**src/logic/age_pkg.sv**
```systemverilog
/*
  shared types for the age-tracking back end
  sequence, tag and window index types
  commit notification, issue and age comparison structs
*/

`default_nettype none

package age_pkg;

  // ----------------------------------------------------------------------
  // widths and depths
  // ----------------------------------------------------------------------

  // default sequence width, the top level may override
  localparam int SEQ_BITS = 4;

  // entries in the issue window
  localparam int WIN_DEPTH = 4;

  // ----------------------------------------------------------------------
  // plain vector types
  // ----------------------------------------------------------------------

  typedef logic [SEQ_BITS-1:0] seq_num_t;

  // opaque payload, carried untouched from dispatch to issue
  typedef logic [7:0] tag_t;

  // slot number inside the window
  typedef logic [$clog2(WIN_DEPTH)-1:0] win_idx_t;

  // ----------------------------------------------------------------------
  // bundles
  // ----------------------------------------------------------------------

  // one retired instruction, one-cycle strobe
  typedef struct packed {
    logic     val;
    seq_num_t seq_num;
  } commit_notif_t;

  // oldest waiting entry presented by the window
  typedef struct packed {
    logic     val;
    seq_num_t seq_num;
    tag_t     tag;
  } issue_t;

  // is seq_a older than seq_b
  typedef struct packed {
    seq_num_t seq_a;
    seq_num_t seq_b;
  } cmp_pair_t;

endpackage

`default_nettype wire

```
**src/logic/seq_alloc.sv**
```systemverilog
/*
  sequence number allocator
  next-sequence counter and in-flight count
  dispatch_full level for the front end
*/

`default_nettype none

module seq_alloc #(
  parameter int p_seq_bits = age_pkg::SEQ_BITS
) (
  input  logic                   clk,
  input  logic                   rst,
  input  logic                   dispatch_val,
  input  age_pkg::commit_notif_t commit,
  input  logic                   win_full,
  output age_pkg::seq_num_t      alloc_seq,
  output logic                   dispatch_full
);

  import age_pkg::*;

  // every number in the space may be in flight at once
  localparam int p_max_flight = 2 ** p_seq_bits;

  logic [p_seq_bits-1:0] next_seq;
  // one extra bit so a full space is representable
  logic [p_seq_bits:0]   in_flight;
  logic                  alloc;
  logic                  flight_full;

  // number for this cycle's dispatch, ready before the edge
  assign alloc_seq = seq_num_t'(next_seq);

  assign flight_full   = (in_flight == (p_seq_bits+1)'(p_max_flight));
  assign dispatch_full = flight_full || win_full;

  // ignore a dispatch the back end cannot take
  assign alloc = dispatch_val && !dispatch_full;

  // ----------------------------------------------------------------------
  // counters
  // ----------------------------------------------------------------------

  // wraps naturally at 2**p_seq_bits
  always_ff @(posedge clk) begin
    if (rst) begin
      next_seq <= '0;
    end else if (alloc) begin
      next_seq <= next_seq + 1'b1;
    end
  end

  // dispatch and commit in one cycle cancel out
  always_ff @(posedge clk) begin
    if (rst) begin
      in_flight <= '0;
    end else begin
      case ({alloc, commit.val})
        2'b10:   in_flight <= in_flight + 1'b1;
        2'b01:   in_flight <= in_flight - 1'b1;
        default: in_flight <= in_flight;
      endcase
    end
  end

endmodule

`default_nettype wire

```
**src/logic/seq_age.sv**
```systemverilog
/*
  oldest in-flight sequence tracker
  wraparound-aware age comparators for the issue window
*/

`default_nettype none

module seq_age #(
  parameter int p_seq_bits = age_pkg::SEQ_BITS,
  parameter int p_num_cmp  = age_pkg::WIN_DEPTH - 1
) (
  input  logic                   clk,
  input  logic                   rst,
  input  age_pkg::commit_notif_t commit,
  input  age_pkg::cmp_pair_t     cmp [p_num_cmp],
  output logic [p_num_cmp-1:0]   older
);

  import age_pkg::*;

  // everything before this number has retired
  logic [p_seq_bits-1:0] oldest;

  always_ff @(posedge clk) begin
    if (rst) begin
      oldest <= '0;
    end else if (commit.val) begin
      oldest <= commit.seq_num[p_seq_bits-1:0] + 1'b1;
    end
  end

  // ----------------------------------------------------------------------
  // age rule
  // ----------------------------------------------------------------------

  // plain compare when both lie on the same side of oldest
  // the answer flips when oldest lies between them
  function automatic logic is_older(
    input seq_num_t              seq_a,
    input seq_num_t              seq_b,
    input logic [p_seq_bits-1:0] base
  );
    logic [p_seq_bits-1:0] a;
    logic [p_seq_bits-1:0] b;
    a = seq_a[p_seq_bits-1:0];
    b = seq_b[p_seq_bits-1:0];
    return (a < b) ^ (a < base) ^ (b < base);
  endfunction

  // one comparator per tree node
  for (genvar i = 0; i < p_num_cmp; i++) begin : g_cmp
    assign older[i] = is_older(cmp[i].seq_a, cmp[i].seq_b, oldest);
  end

endmodule

`default_nettype wire

```
**src/logic/issue_window.sv**
```systemverilog
/*
  four-entry issue window
  slot insertion at dispatch, oldest-first selection
  two-level tournament using external age comparators
*/

`default_nettype none

module issue_window #(
  parameter int p_win_depth = age_pkg::WIN_DEPTH
) (
  input  logic                     clk,
  input  logic                     rst,
  input  logic                     dispatch_val,
  input  age_pkg::seq_num_t        dispatch_seq,
  input  age_pkg::tag_t            dispatch_tag,
  input  logic                     stall,
  output age_pkg::cmp_pair_t       cmp [p_win_depth-1],
  input  logic [p_win_depth-2:0]   older,
  output logic                     win_full,
  output age_pkg::issue_t          issue
);

  import age_pkg::*;

  // first level pairs up neighbouring slots
  localparam int p_num_pair = p_win_depth / 2;

  // ----------------------------------------------------------------------
  // entry storage
  // ----------------------------------------------------------------------

  logic [p_win_depth-1:0] ent_val;
  seq_num_t               ent_seq [p_win_depth];
  tag_t                   ent_tag [p_win_depth];

  win_idx_t free_idx;
  logic     insert;
  logic     take;

  // tournament nodes
  logic     l1_val [p_num_pair];
  seq_num_t l1_seq [p_num_pair];
  tag_t     l1_tag [p_num_pair];
  win_idx_t l1_idx [p_num_pair];

  logic     fin_pick_a;
  win_idx_t win_idx;

  assign win_full = &ent_val;
  assign insert   = dispatch_val && !win_full;
  assign take     = issue.val && !stall;

  // lowest empty slot, scanned from the top so the last hit wins
  always_comb begin
    free_idx = '0;
    for (int i = p_win_depth - 1; i >= 0; i--) begin
      if (!ent_val[i]) begin
        free_idx = win_idx_t'(i);
      end
    end
  end

  // winner slot is valid, free slot is not, so they never collide
  always_ff @(posedge clk) begin
    if (rst) begin
      ent_val <= '0;
    end else begin
      if (take) begin
        ent_val[win_idx] <= 1'b0;
      end
      if (insert) begin
        ent_val[free_idx] <= 1'b1;
      end
    end
  end

  // payload only
  always_ff @(posedge clk) begin
    if (insert) begin
      ent_seq[free_idx] <= dispatch_seq;
      ent_tag[free_idx] <= dispatch_tag;
    end
  end

  // ----------------------------------------------------------------------
  // level one: slot 2k against slot 2k+1
  // ----------------------------------------------------------------------

  for (genvar k = 0; k < p_num_pair; k++) begin : g_pair
    logic pick_a;

    assign cmp[k] = '{seq_a: ent_seq[2*k], seq_b: ent_seq[2*k+1]};

    // a wins when b is empty or a is older
    assign pick_a = ent_val[2*k] && (!ent_val[2*k+1] || older[k]);

    assign l1_val[k] = ent_val[2*k] || ent_val[2*k+1];
    assign l1_seq[k] = pick_a ? ent_seq[2*k] : ent_seq[2*k+1];
    assign l1_tag[k] = pick_a ? ent_tag[2*k] : ent_tag[2*k+1];
    assign l1_idx[k] = pick_a ? win_idx_t'(2*k) : win_idx_t'(2*k+1);
  end

  // ----------------------------------------------------------------------
  // level two: final between the two pair winners
  // ----------------------------------------------------------------------

  assign cmp[p_num_pair] = '{seq_a: l1_seq[0], seq_b: l1_seq[1]};

  assign fin_pick_a = l1_val[0] && (!l1_val[1] || older[p_num_pair]);

  assign win_idx = fin_pick_a ? l1_idx[0] : l1_idx[1];

  // presented straight from the registers, held while stalled
  assign issue = '{
    val:     l1_val[0] || l1_val[1],
    seq_num: fin_pick_a ? l1_seq[0] : l1_seq[1],
    tag:     fin_pick_a ? l1_tag[0] : l1_tag[1]
  };

endmodule

`default_nettype wire

```
**src/logic/commit_unit.sv**
```systemverilog
/*
  completion scoreboard and in-order retirement
  one done bit per sequence number, head pointer
  registered commit notification
*/

`default_nettype none

module commit_unit #(
  parameter int p_seq_bits = age_pkg::SEQ_BITS
) (
  input  logic                   clk,
  input  logic                   rst,
  input  logic                   complete_val,
  input  age_pkg::seq_num_t      complete_seq,
  output age_pkg::commit_notif_t commit
);

  import age_pkg::*;

  localparam int p_num_seq = 2 ** p_seq_bits;

  // one bit per number in the sequence space
  logic [p_num_seq-1:0]  done;
  logic [p_seq_bits-1:0] head;
  logic                  retire;

  // outgoing pulse
  logic                  commit_val_q;
  logic [p_seq_bits-1:0] commit_seq_q;

  // finished head retires at this edge
  assign retire = done[head];

  // ----------------------------------------------------------------------
  // scoreboard
  // ----------------------------------------------------------------------

  // retired head bit clears while a completion sets its own bit
  always_ff @(posedge clk) begin
    if (rst) begin
      done <= '0;
    end else begin
      if (retire) begin
        done[head] <= 1'b0;
      end
      if (complete_val) begin
        done[complete_seq[p_seq_bits-1:0]] <= 1'b1;
      end
    end
  end

  // wraps with the allocator
  always_ff @(posedge clk) begin
    if (rst) begin
      head <= '0;
    end else if (retire) begin
      head <= head + 1'b1;
    end
  end

  // ----------------------------------------------------------------------
  // commit notification
  // ----------------------------------------------------------------------

  always_ff @(posedge clk) begin
    if (rst) begin
      commit_val_q <= 1'b0;
    end else begin
      commit_val_q <= retire;
    end
  end

  // number of the retired instruction
  always_ff @(posedge clk) begin
    if (retire) begin
      commit_seq_q <= head;
    end
  end

  assign commit = '{val: commit_val_q, seq_num: seq_num_t'(commit_seq_q)};

endmodule

`default_nettype wire

```
**src/logic/age_backend.sv**
```systemverilog
/*
  age-tracking back end, top level
  allocator, issue window, age tracker, commit unit
*/

`default_nettype none

module age_backend #(
  parameter int p_seq_bits  = age_pkg::SEQ_BITS,
  parameter int p_win_depth = age_pkg::WIN_DEPTH
) (
  input  logic                   clk,
  input  logic                   rst,

  // dispatch
  input  logic                   dispatch_val,
  input  age_pkg::tag_t          dispatch_tag,
  output logic                   dispatch_full,
  output age_pkg::seq_num_t      dispatch_seq,

  // issue
  input  logic                   stall,
  output age_pkg::issue_t        issue,

  // completion and retirement
  input  logic                   complete_val,
  input  age_pkg::seq_num_t      complete_seq,
  output age_pkg::commit_notif_t commit
);

  import age_pkg::*;

  localparam int p_num_cmp = p_win_depth - 1;

  // ----------------------------------------------------------------------
  // internal nets
  // ----------------------------------------------------------------------

  logic                 win_full;
  cmp_pair_t            cmp [p_num_cmp];
  logic [p_num_cmp-1:0] older;

  seq_alloc #(
    .p_seq_bits    (p_seq_bits)
  ) u_alloc (
    .clk           (clk),
    .rst           (rst),
    .dispatch_val  (dispatch_val),
    .commit        (commit),
    .win_full      (win_full),
    .alloc_seq     (dispatch_seq),
    .dispatch_full (dispatch_full)
  );

  issue_window #(
    .p_win_depth  (p_win_depth)
  ) u_window (
    .clk          (clk),
    .rst          (rst),
    .dispatch_val (dispatch_val),
    .dispatch_seq (dispatch_seq),
    .dispatch_tag (dispatch_tag),
    .stall        (stall),
    .cmp          (cmp),
    .older        (older),
    .win_full     (win_full),
    .issue        (issue)
  );

  // comparators serve the window's selection tree
  seq_age #(
    .p_seq_bits (p_seq_bits),
    .p_num_cmp  (p_num_cmp)
  ) u_age (
    .clk        (clk),
    .rst        (rst),
    .commit     (commit),
    .cmp        (cmp),
    .older      (older)
  );

  commit_unit #(
    .p_seq_bits   (p_seq_bits)
  ) u_commit (
    .clk          (clk),
    .rst          (rst),
    .complete_val (complete_val),
    .complete_seq (complete_seq),
    .commit       (commit)
  );

endmodule

`default_nettype wire

```
**config.mk**
```make
export PLATFORM = sky130hd
export DESIGN_NAME = age_backend
export DESIGN_NICKNAME = d
export VERILOG_FILES = /design/src/logic/age_pkg.sv /design/src/logic/seq_alloc.sv /design/src/logic/seq_age.sv /design/src/logic/issue_window.sv /design/src/logic/commit_unit.sv /design/src/logic/age_backend.sv
export SDC_FILE = /design/constraint.sdc
export NUM_CORES = 1
export LEC_CHECK = 0
export BUFFER_PORTS_ARGS = -buffer_cell sky130_fd_sc_hd__clkbuf_2
export CAP_MARGIN = 15
export CELL_PAD_IN_SITES_DETAIL_PLACEMENT = 0
export CELL_PAD_IN_SITES_GLOBAL_PLACEMENT = 1
export CORE_MARGIN = 4
export CORE_UTILIZATION = 47
export DETAILED_ROUTE_END_ITERATION = 6
export PLACE_DENSITY_LB_ADDON = 0.1
export SYNTH_ARGS = -nofsm -noshare
export SYNTH_HDL_FRONTEND = slang
export SYNTH_SLANG_ARGS = --single-unit
```
**constraint.sdc**
```tcl
create_clock -name clk -period 6.6 [get_ports clk]
set_input_delay 1.98 -clock clk [delete_from_list [all_inputs] [get_ports clk]]
set_output_delay 1.98 -clock clk [all_outputs]
set_load 0.005 [all_outputs]
```
After elaboration in Yosys (flattened, before gate mapping)
Memories as Yosys holds them, arrays and structs flattened.
Cells that the tools add are included.
- memories kept: 2
- input bits: 17
- flip-flop bits (word level): 42
- word-level logic and storage cells: 104
- output and inout bits: 23
- RAM bits: 48
- add/subtract/negate cells: 5
- mux-type cells: 32
- bitwise gates (word level): 12
- reductions and logical operators: 25
- $lt $le $gt $ge: 17
- equal/unequal tests: 3
- memories (memory ; words ; bits a word ; rd ports ; clocked after memory_dff ; write ports ; RTL line ; source):
    u_window.ent_tag ; 4 ; 8 ; 4 ; 0 ; 1 ; issue_window.sv:35 ; tag_t ent_tag [p_win_depth];
    u_window.ent_seq ; 4 ; 4 ; 4 ; 0 ; 1 ; issue_window.sv:34 ; seq_num_t ent_seq [p_win_depth];
- operator list (operator ; count):
    $mux W16 ; 3
    $lt A4 B4 Y1 ; 9
    $mux W4 ; 6
    $mux W8 ; 3
    $and A16 B16 Y16 ; 1
    $not A16 Y16 ; 1
    $or A16 B16 Y16 ; 1
    $add A4 B1 Y4 const B ; 3
    $logic_and A1 B1 Y1 ; 10
    $lt A4 B5 Y1 const B ; 2
    $mux W2 ; 5
    $pmux W5 S2 ; 1
    $mux W1 ; 9
    $demux W1 S4 ; 2
    $ge A4 B1 Y1 const B ; 2
    $logic_or A1 B1 Y1 ; 7
    $logic_not A1 Y1 ; 6
    $lt A2 B3 Y1 const B ; 2
    $xor A1 B1 Y1 ; 6
    $add A5 B1 Y5 const B ; 1
    $eq A5 B5 Y1 const B ; 1
    $sub A5 B1 Y5 const B ; 1
    $and A4 B4 Y4 ; 1
    $bmux W1 S4 ; 1
    8 further kinds ; 10

Logic depth before layout (Yosys ltp)
Gate-level depths: netlist of the first run.
An unclocked memory read counts as a cell.
- word-level depth: 23
- depth in mapped cells: 21

Modules after synthesis
A second synthesis of the first run with hierarchy kept.
- cells, all modules: 427
- area, all modules: 4829.6 um^2
- by module, submodules not included (module ; area each (um^2) ; cells each ; sequential area each (um^2) ; instances):
    issue_window ; 2077.0 ; 131 ; 1521.5 ; 1
    commit_unit ; 1331.3 ; 129 ; 540.5 ; 1
    seq_age ; 878.3 ; 104 ; 80.1 ; 1
    seq_alloc ; 543.0 ; 63 ; 180.2 ; 1

Worst setup path before layout of the first run
Ideal clock, no wire load.
- path kind: register -> output
- start point: memory u_window.ent_seq[2][2] (netlist name)
- end point: output issue[8] (netlist name)
- cell stages (with the launch flop): 19
- data arrival time: 3916 ps
- setup slack: 704 ps
- cells stage by stage: edfxtp_1 ha_1 o21ai_0 o21bai_4 xnor2_4 mux2_2 and2_1 a21oi_2 inv_1 ha_1 o211ai_1 o22ai_1 nor2_1 o21ai_1 xor2_1 a211o_2 nand3_4 buf_6 mux2i_1
- RTL lines (element ; RTL line ; source):
    from (decl) ; issue_window.sv:34 ;
    to (decl) ; age_backend.sv:23 ; output age_pkg::issue_t issue,

==> summary.log, run 1 <==
INFO  clock_network  clock-root-buffer=sky130_fd_sc_hd__clkbuf_8
INFO  power_and_ir_drop pwr-share-clk=30.3%
INFO  sta            max_freq=156MHz
INFO  drt            drcViolationCount=0
INFO  drt            dr.first_iter.drc_count=194
INFO  synthesis      mappedNetlistArea=4870squm
INFO  setup_path     setup.reg_to_reg.worst_slack=2.47ns
INFO  hold_path      min_path_cells=2
INFO  power_and_ir_drop seqPwrFrac=54.1%
INFO  drt            antenna_violation_net_count_after_detailed_routing=0
INFO  power_and_ir_drop power_frac_comb=15.6%
INFO  floorplan      io_count=40
INFO  drt            detail_route.wirelength=11,500um
INFO  hold_path      worstHoldEndpoint=u_commit.done[9]$_SDFF_PP0_
INFO  placement      placedInstanceArea=5220squm
INFO  hold_path      holdCritPathClass=reg -> reg
INFO  setup_path     critical_path.endpoint_type=primary output
INFO  global_route   maximum_number_of_pins_on_one_net_before_global_route_repair=39
INFO  floorplan      chipWidth=110um
INFO  clock_network  clk_pin_slew=0.09ns
INFO  sta            report.final.setup_viol=0
INFO  layout         stdcell_area=5800squm
INFO  setup_path     r2r_end=u_window.ent_val[2]$_SDFF_PP0_
INFO  sta            final.period_utilization=97.4%
INFO  setup_path     crit_buf_inv=1
INFO  clock_network  cts.sinks=90
INFO  clock_network  clkLatencyLatePin=0.38ns
INFO  clock_network  cts_made_buffers=9
INFO  synthesis      yosysTopAreaCellShare=32.1%
INFO  power_and_ir_drop p_int=831uW
INFO  placement      hpwl_reported_at_the_end_of_detailed_placement=7860um
INFO  setup_path     start_kind=flip-flop
INFO  setup_path     timing.reg2reg.worst_path_depth=19
INFO  global_route   grt_remaining_overflow=0
INFO  global_route   first_global_vias=3,611
INFO  sta            relative_slew_slack=45.2%
INFO  layout         count_of_antenna_diodes_in_the_layout=0
INFO  synthesis      synth_cells=474
INFO  synthesis      ys_async_sr_fraction=0%
INFO  hold_path      worst_hold_start=u_commit.done[9]$_SDFF_PP0_
INFO  synthesis      synth_top_area_cell=sky130_fd_sc_hd__edfxtp_1
INFO  run_status     status=complete, no violations
INFO  synthesis      synth_seq_cells=90
INFO  global_route   grt_first_pass_wirelength=18,400um
INFO  drt            detail_route.first_pass.iterations=4
INFO  synthesis      synth_area_leaders=sky130_fd_sc_hd__edfxtp_1, sky130_fd_sc_hd__dfxtp_1, sky130_fd_sc_hd__ha_1, sky130_fd_sc_hd__a21oi_1, sky130_fd_sc_hd__nor2_1
INFO  drt            dr_total_vias=3,766
INFO  power_and_ir_drop post-layout-total-power=1160uW
INFO  setup_path     timing.critical_path.required=4.62ns
INFO  setup_path     crit_path_max_incr_delay=0.45ns
INFO  sta            report.final.slew_viol_count=0
INFO  power_and_ir_drop peakVddDrop=0.167mV
INFO  floorplan      placeableCoreArea=9910squm
INFO  clock_network  tritoncts_clock_tree=yes
INFO  layout         mostFrequentLayoutCell=sky130_fd_sc_hd__edfxtp_1
INFO  sta            hold_slack=0.477ns
INFO  sta            final_hold_viol_count=0
INFO  global_route   initial_antenna_violation_count=0
INFO  floorplan      die_area=12,000squm
INFO  layout         num-nets-final=597
INFO  setup_path     slowest_stage=sky130_fd_sc_hd__edfxtp_1
INFO  floorplan      initial_utilization=49.1%
INFO  global_route   globalRouteTotalUtil=20.2%
INFO  setup_path     worstPathCellList=ha_1, o21a_1, nor2_1, a21oi_2, xnor2_2, mux2_4, nand2_8, mux2_4, ha_1, o211ai_1, o22ai_1, nor2_1, o21ai_2, xor2_2, nand4b_1, nand3_4, mux2_1, clkbuf_2
INFO  layout         syn_to_final_growth=19.2%
INFO  synthesis      synth_enable_flop_cells=52
INFO  power_and_ir_drop power.static_leakage=0.00228uW
INFO  power_and_ir_drop netSwitchingFraction=28.1%
INFO  sta            worst-slew-pin-transition=0.822ns
INFO  layout         layout.cells.most_common_list=sky130_fd_sc_hd__edfxtp_1, sky130_fd_sc_hd__nand2_1, sky130_fd_sc_hd__nor2_1
INFO  drt            routed_via_density=5.52
INFO  placement      io_buffers=39
INFO  sta            min_period=6.43ns
INFO  setup_path     timing.rr.start=u_window.ent_seq[0][2]$_DFFE_PP_
INFO  clock_network  cts_hold_buffers=0
INFO  synthesis      ys.flop_type=sky130_fd_sc_hd__edfxtp_1
INFO  sta            fin_setup_tns=0ns
INFO  clock_network  h_tree_lvls=3
INFO  setup_path     timing_worst_setup_path_type=reg -> out
INFO  synthesis      ys.warnings.count=0
INFO  floorplan      placementRows=36
INFO  setup_path     worstPathMaxFanout=5
INFO  sta            clock-skew-final=0.0132ns
INFO  setup_path     worst_ep_arrival_time=4.45ns
INFO  setup_path     timing.critical_path.max_delay_family=multiplexers
INFO  clock_network  max-clock-path-buffers=2
INFO  synthesis      syn_nets=527
INFO  power_and_ir_drop p_sw=326uW
INFO  floorplan      die_y=110um
INFO  synthesis      synth.distinct_cells=61
INFO  placement      placer_congestion_estimate=0.848
INFO  power_and_ir_drop powerDensity=199nW/um^2
INFO  layout         drive_gt1_share=26.4%
INFO  synthesis      synth-seq-area-share=47.7%
INFO  synthesis      synth_area_per_cell=10.3squm
INFO  job            timing.max_cap.violations=0
INFO  drt            wire_per_inst=16.9um
[power groups by stage]
stage | Clock [uW] | Sequential (uW) | Combinational, uW
after floorplan | 0 | 632 | 103
after global placement | 0 | 639 | 151
after detailed placement | 0 | 639 | 153
after CTS | 362 | 626 | 157
after global routing | 390 | 629 | 201
final | 351 | 626 | 180
[synth_stat cells (2+ instances only)]
| master | n |
|---|---|
| sky130_fd_sc_hd__inv_1 | 33 |
| sky130_fd_sc_hd__clkbuf_1 | 14 |
| sky130_fd_sc_hd__mux4_2 | 5 |
| sky130_fd_sc_hd__o21ai_1 | 3 |
| sky130_fd_sc_hd__a21oi_2 | 2 |
| sky130_fd_sc_hd__nand2_1 | 40 |
| sky130_fd_sc_hd__mux2i_1 | 7 |
| sky130_fd_sc_hd__a21boi_1 | 2 |
| sky130_fd_sc_hd__ha_1 | 35 |
| sky130_fd_sc_hd__o221ai_1 | 8 |
| sky130_fd_sc_hd__nor2b_1 | 5 |
| sky130_fd_sc_hd__a211oi_1 | 4 |
| sky130_fd_sc_hd__nand2b_1 | 6 |
| sky130_fd_sc_hd__mux2_1 | 3 |
| sky130_fd_sc_hd__edfxtp_1 | 52 |
| sky130_fd_sc_hd__nor3_1 | 7 |
| sky130_fd_sc_hd__xor2_1 | 8 |
| sky130_fd_sc_hd__nor2_1 | 41 |
| sky130_fd_sc_hd__nand4_1 | 2 |
| sky130_fd_sc_hd__o21a_1 | 5 |
| sky130_fd_sc_hd__a21oi_1 | 41 |
| sky130_fd_sc_hd__nand3_1 | 28 |
| sky130_fd_sc_hd__o22ai_1 | 2 |
| sky130_fd_sc_hd__o21ai_0 | 28 |
| sky130_fd_sc_hd__and3_1 | 2 |
| sky130_fd_sc_hd__a22o_1 | 7 |
| sky130_fd_sc_hd__o211ai_1 | 2 |
| sky130_fd_sc_hd__xnor2_1 | 6 |
| sky130_fd_sc_hd__mux2_4 | 2 |
| sky130_fd_sc_hd__or3_1 | 3 |
| sky130_fd_sc_hd__dfxtp_1 | 38 |
| sky130_fd_sc_hd__or2_2 | 2 |
| sky130_fd_sc_hd__a21o_1 | 3 |
[area by class of cell]
class | instances | area, sq um
clock buffers | 10 | 128
clock inverters | 6 | 48.8
fillers | 896 | 4110
inverters | 34 | 128
multi-input cells | 336 | 2550
flip-flops and latches | 90 | 2320
well taps | 133 | 166
repair buffers | 73 | 458
[how the worst max path moves through the flow]
stage	startpoint	endpoint	slack, ns	depth (start not counted)
after global routing	u_window.ent_seq[1][2]$_DFFE_PP_	issue[7]	-0.04	20
after floorplan	u_window.ent_seq[2][2]$_DFFE_PP_	issue[8]	0.70	18
after CTS	u_age.oldest[3]$_SDFFE_PP0P_	issue[9]	0.008	18
after detailed placement	u_age.oldest[2]$_SDFFE_PP0P_	issue[9]	0.29	19
after global placement	u_window.ent_seq[2][1]$_DFFE_PP_	issue[10]	0.30	18
final	u_window.ent_seq[0][2]$_DFFE_PP_	issue[10]	0.17	18
[layer usage]
metal / up-vias / track usage [%] / part of all wire, %
li1: 1864 / - / -
met1: 1810 / 27.2 / 46
met2: 76 / 32.6 / 48
met3: 16 / 4.35 / 4.4
met4: 0 / 6.50 / 1.6
met5: - / 0 / 0
[registers in the layout, indices dropped and copies added (netlist names)]
signal,count
u_alloc.alloc_seq,4
u_window.ent_val,4
u_window.ent_tag,32
u_commit.done,16
u_window.ent_seq,16
u_alloc.in_flight,5
u_commit.commit_val_q,1
u_commit.commit_seq_q,4
u_age.oldest,4
u_commit.head,4
[tightest hold or removal path, delay by kind of cell (launching register included)]
kind / cells / cell delay (ns)
flip-flops: 1 / 0.31
AO/OA/AOI/OAI: 2 / 0.12
[through the flow]
step	cells	setup slack, ns	util (%)
6_report	682	0.174	58.5
4_1_cts	658	0.00788	54.8
3_5_place_dp	638	0.293	52.7
5_1_grt	682	-0.0413	58.5
3_3_place_gp	638	0.304	52.7
2_1_floorplan	474	0.704	-
[cell families (layout without fill, tap and decap cells)]
logic type / count (synthesis) / in the layout / synth area share (%)
simple gates: 144 / 146 / 14.0
compound gates: 120 / 120 / 16.1
flops: 90 / 90 / 47.7
buf+inv: 50 / 123 / 4.09
fa+ha+maj: 36 / 36 / 9.41
mux: 18 / 18 / 5.30
xor+xnor: 16 / 16 / 3.42
[what timing repair did]
item | CTS | global route
setup endpoints to repair | 12 | 12
pin swaps | 2 | 23
setup buffers | 4 | 20
hold endpoints to repair | 0 | 0
gates resized for setup | 1 | 40
cloned | 0 | 2
Power figures use the tool's default switching activity.
==> run 2, diff against run 1 <==
==> constraint.sdc (replaced) <==
create_clock -name clk -period 6.6 [get_ports clk]
set_input_delay 0 -clock clk [delete_from_list [all_inputs] [get_ports clk]]
set_output_delay 0 -clock clk [all_outputs]
set_load 0.005 [all_outputs]
==> summary.log, run 2 (synthesis gave the netlist of run 1 again) <==
INFO  layout         layout.filler_cells=908 [+1.3%]
INFO  placement      placer_congestion_estimate=0.809 [-4.6%]
INFO  clock_network  cts.sinks=90 [unchanged]
INFO  setup_path     r2r_end=u_window.ent_val[3]$_SDFF_PP0_
INFO  layout         drive_gt1_share=15.6% [-11 points]
INFO  sta            report.final.setup_viol=0 [unchanged]
INFO  sta            final.period_utilization=77.9% [-19 points]
INFO  floorplan      die_y=110um [unchanged]
INFO  setup_path     worst_ep_arrival_time=5.14ns [+0.69 ns]
INFO  setup_path     critical_path.endpoint_type=primary output
INFO  layout         area_taken_by_multi_input_logic_gates=2350squm [-7.8%]
INFO  placement      io_buffers=39 [unchanged]
INFO  sta            setup_repair_after_global_routing_missed_its_margin=no
INFO  drt            wire_per_inst=16.5um [-2.3%]
INFO  layout         final_core_util=55.7% [-2.8 points]
INFO  clock_network  clk_pin_slew=0.10ns [about the same]
INFO  run_status     status=complete, no violations
INFO  drt            detail_route.wirelength=11,000um [-4.9%]
INFO  setup_path     crit_buf_inv=3 [+2]
INFO  setup_path     worstPathCellList=inv_1, ha_1, o21ai_0, o21bai_4, xnor2_4, mux2_2, and2_1, a21oi_2, inv_1, ha_1, o211ai_1, o22ai_1, nor2_1, o21ai_1, xor2_1, a211o_2, nand3_4, mux2_1, clkbuf_2
INFO  global_route   maximum_number_of_pins_on_one_net_before_global_route_repair=39 [unchanged]
INFO  layout         final_cell_count_no_fill=664 [-2.6%]
INFO  clock_network  clkLatencyLatePin=0.37ns [about the same]
INFO  layout         largest_register_ff_count=32 [unchanged]
INFO  setup_path     timing.critical_path.required=6.60ns [+1.98 ns]
INFO  sta            fin_setup_tns=0ns [unchanged]
INFO  sta            final_hold_viol_count=0 [unchanged]
INFO  sta            min_period=5.14ns [-1.28 ns]
INFO  global_route   grt_first_pass_wirelength=17,800um [-3.4%]
INFO  drt            detail_route.first_pass.iterations=5 [+1]
INFO  layout         layout.cells.most_common_list=sky130_fd_sc_hd__edfxtp_1, sky130_fd_sc_hd__a21oi_1, sky130_fd_sc_hd__nor2_1
INFO  hold_path      worstHoldEndpoint=u_commit.done[9]$_SDFF_PP0_
INFO  floorplan      io_count=40 [unchanged]
INFO  sta            relative_slew_slack=32.0% [-13 points]
INFO  power_and_ir_drop powerDensity=206nW/um^2 [+3.4%]
INFO  layout         regMostFlops=u_window.ent_tag
INFO  clock_network  clock-root-buffer=sky130_fd_sc_hd__clkbuf_8
INFO  hold_path      holdCritPathClass=in -> reg
INFO  layout         layout.area.seq=2320squm [unchanged]
INFO  clock_network  cts_made_buffers=9 [unchanged]
INFO  floorplan      die_area=12,000squm [unchanged]
INFO  hold_path      worst_hold_start=complete_val
INFO  global_route   initial_antenna_violation_count=0 [unchanged]
INFO  clock_network  h_tree_lvls=3 [unchanged]
INFO  drt            drcViolationCount=0 [unchanged]
INFO  floorplan      placeableCoreArea=9910squm [unchanged]
INFO  drt            dr_total_vias=3,648 [-3.1%]
INFO  floorplan      initial_utilization=49.1% [unchanged]
INFO  sta            worst-slew-pin-transition=1.01ns [+0.193 ns]
INFO  setup_path     timing.reg2reg.worst_path_depth=17 [-2]
INFO  drt            dr.first_iter.drc_count=287 [+48%]
INFO  setup_path     timing.critical_path.max_delay_family=compound AO/OA/AOI/OAI gates
INFO  job            timing.max_cap.violations=0 [unchanged]
INFO  layout         count_of_antenna_diodes_in_the_layout=0 [unchanged]
INFO  placement      placed_cells_incl_taps=631 [-1.1%]
INFO  drt            antenna_violation_net_count_after_detailed_routing=0 [unchanged]
INFO  power_and_ir_drop power.static_leakage=0.00214uW [-6.1%]
INFO  setup_path     slowest_stage=sky130_fd_sc_hd__mux2_2
INFO  drt            routed_via_density=5.49 [-0.51%]
INFO  setup_path     timing.rr.start=u_age.oldest[2]$_SDFFE_PP0P_
INFO  global_route   grt_remaining_overflow=0 [unchanged]
INFO  setup_path     start_kind=flip-flop
INFO  sta            hold_slack=0.0315ns [-0.445 ns]
INFO  sta            clock-skew-final=0.0171ns [+0.00393 ns]
INFO  power_and_ir_drop peakVddDrop=0.181mV [+7.9%]
INFO  placement      hpwl_reported_at_the_end_of_detailed_placement=7800um [-0.69%]
INFO  floorplan      placementRows=36 [unchanged]
INFO  layout         mostFrequentLayoutCell=sky130_fd_sc_hd__edfxtp_1
INFO  setup_path     setup.reg_to_reg.worst_slack=1.93ns [-0.54 ns]
INFO  global_route   first_global_vias=3,463 [-4.1%]
INFO  clock_network  max-clock-path-buffers=2 [unchanged]
INFO  global_route   globalRouteTotalUtil=19.3% [-0.93 points]
INFO  layout         syn_to_final_growth=13.5%
INFO  clock_network  tritoncts_clock_tree=yes
INFO  layout         num-nets-final=579 [-3.0%]
INFO  sta            report.final.slew_viol_count=0 [unchanged]
INFO  layout         top_regs=u_window.ent_tag x32, u_commit.done x16, u_window.ent_seq x16
INFO  setup_path     crit_path_max_incr_delay=0.40ns [-0.05 ns]
INFO  sta            max_freq=194MHz [+25%]
INFO  floorplan      chipWidth=110um [unchanged]
INFO  hold_path      min_path_cells=5 [+3]
INFO  setup_path     timing_worst_setup_path_type=reg -> out
INFO  setup_path     worstPathMaxFanout=14 [+9]
run 2: cell type report:
class                           instances  share of cell area, %
Clock buffer                            9                   2.24
Sequential cell                        90                   42.0
Multi-Input combinational cell        334                   42.6
Tap cell                              133                   3.01
Timing Repair Buffer                   57                   6.73
Inverter                               34                   2.31
Clock inverter                          7                   1.09
run 2: worst max path at each step:
stage | start | end | slack, ns | cells after the start
2_1_floorplan | u_window.ent_seq[2][2]$_DFFE_PP_ | issue[8] | 2.68 | 18
3_3_place_gp | u_age.oldest[2]$_SDFFE_PP0P_ | issue[10] | 2.00 | 19
3_5_place_dp | u_age.oldest[2]$_SDFFE_PP0P_ | issue[11] | 1.86 | 19
4_1_cts | u_age.oldest[2]$_SDFFE_PP0P_ | issue[11] | 1.45 | 19
5_1_grt | u_age.oldest[2]$_SDFFE_PP0P_ | issue[1] | 1.12 | 19
6_report | u_age.oldest[2]$_SDFFE_PP0P_ | issue[10] | 1.46 | 19
run 2: layer usage:
layer	up-vias	track usage, %	wire [um]
met4	0	6.14	119
met1	1729	26.7	5170
li1	1833	-	-
met5	-	0	0
met3	9	3.05	367
met2	77	31.0	5310
run 2: what timing repair did:
action,4_1_cts,5_1_grt
buffers inserted,0,0
resized for setup,0,0
endpoints found under the hold margin,43,0
hold buffers,15,0
run 2: through the flow:
stage               total power (uW)  worst slack (ns)  instance area [sq um]
global route                    1190              1.12                   5520
detailed placement               788              1.86                   5170
global placement                 784              2.00                   5170
CTS                             1150              1.45                   5500
floorplan                        735              2.68                   4870
finish                          1140              1.46                   5520
run 2: worst min-delay path, delay by kind of cell:
family	cells	cell delay [ns]
buf+inv	1	0.10
simple gates	3	0.20
compound gates	1	0.05
run 2: power by group:
| group | leakage [uW] | switching, uW | total, uW | internal [uW] |
|---|---|---|---|---|
| sequential | 0.000790 | 16.4 | 626 | 610 |
| combinational | 0.00126 | 90.0 | 156 | 65.9 |
| clock | 0.0000901 | 212 | 356 | 144 |
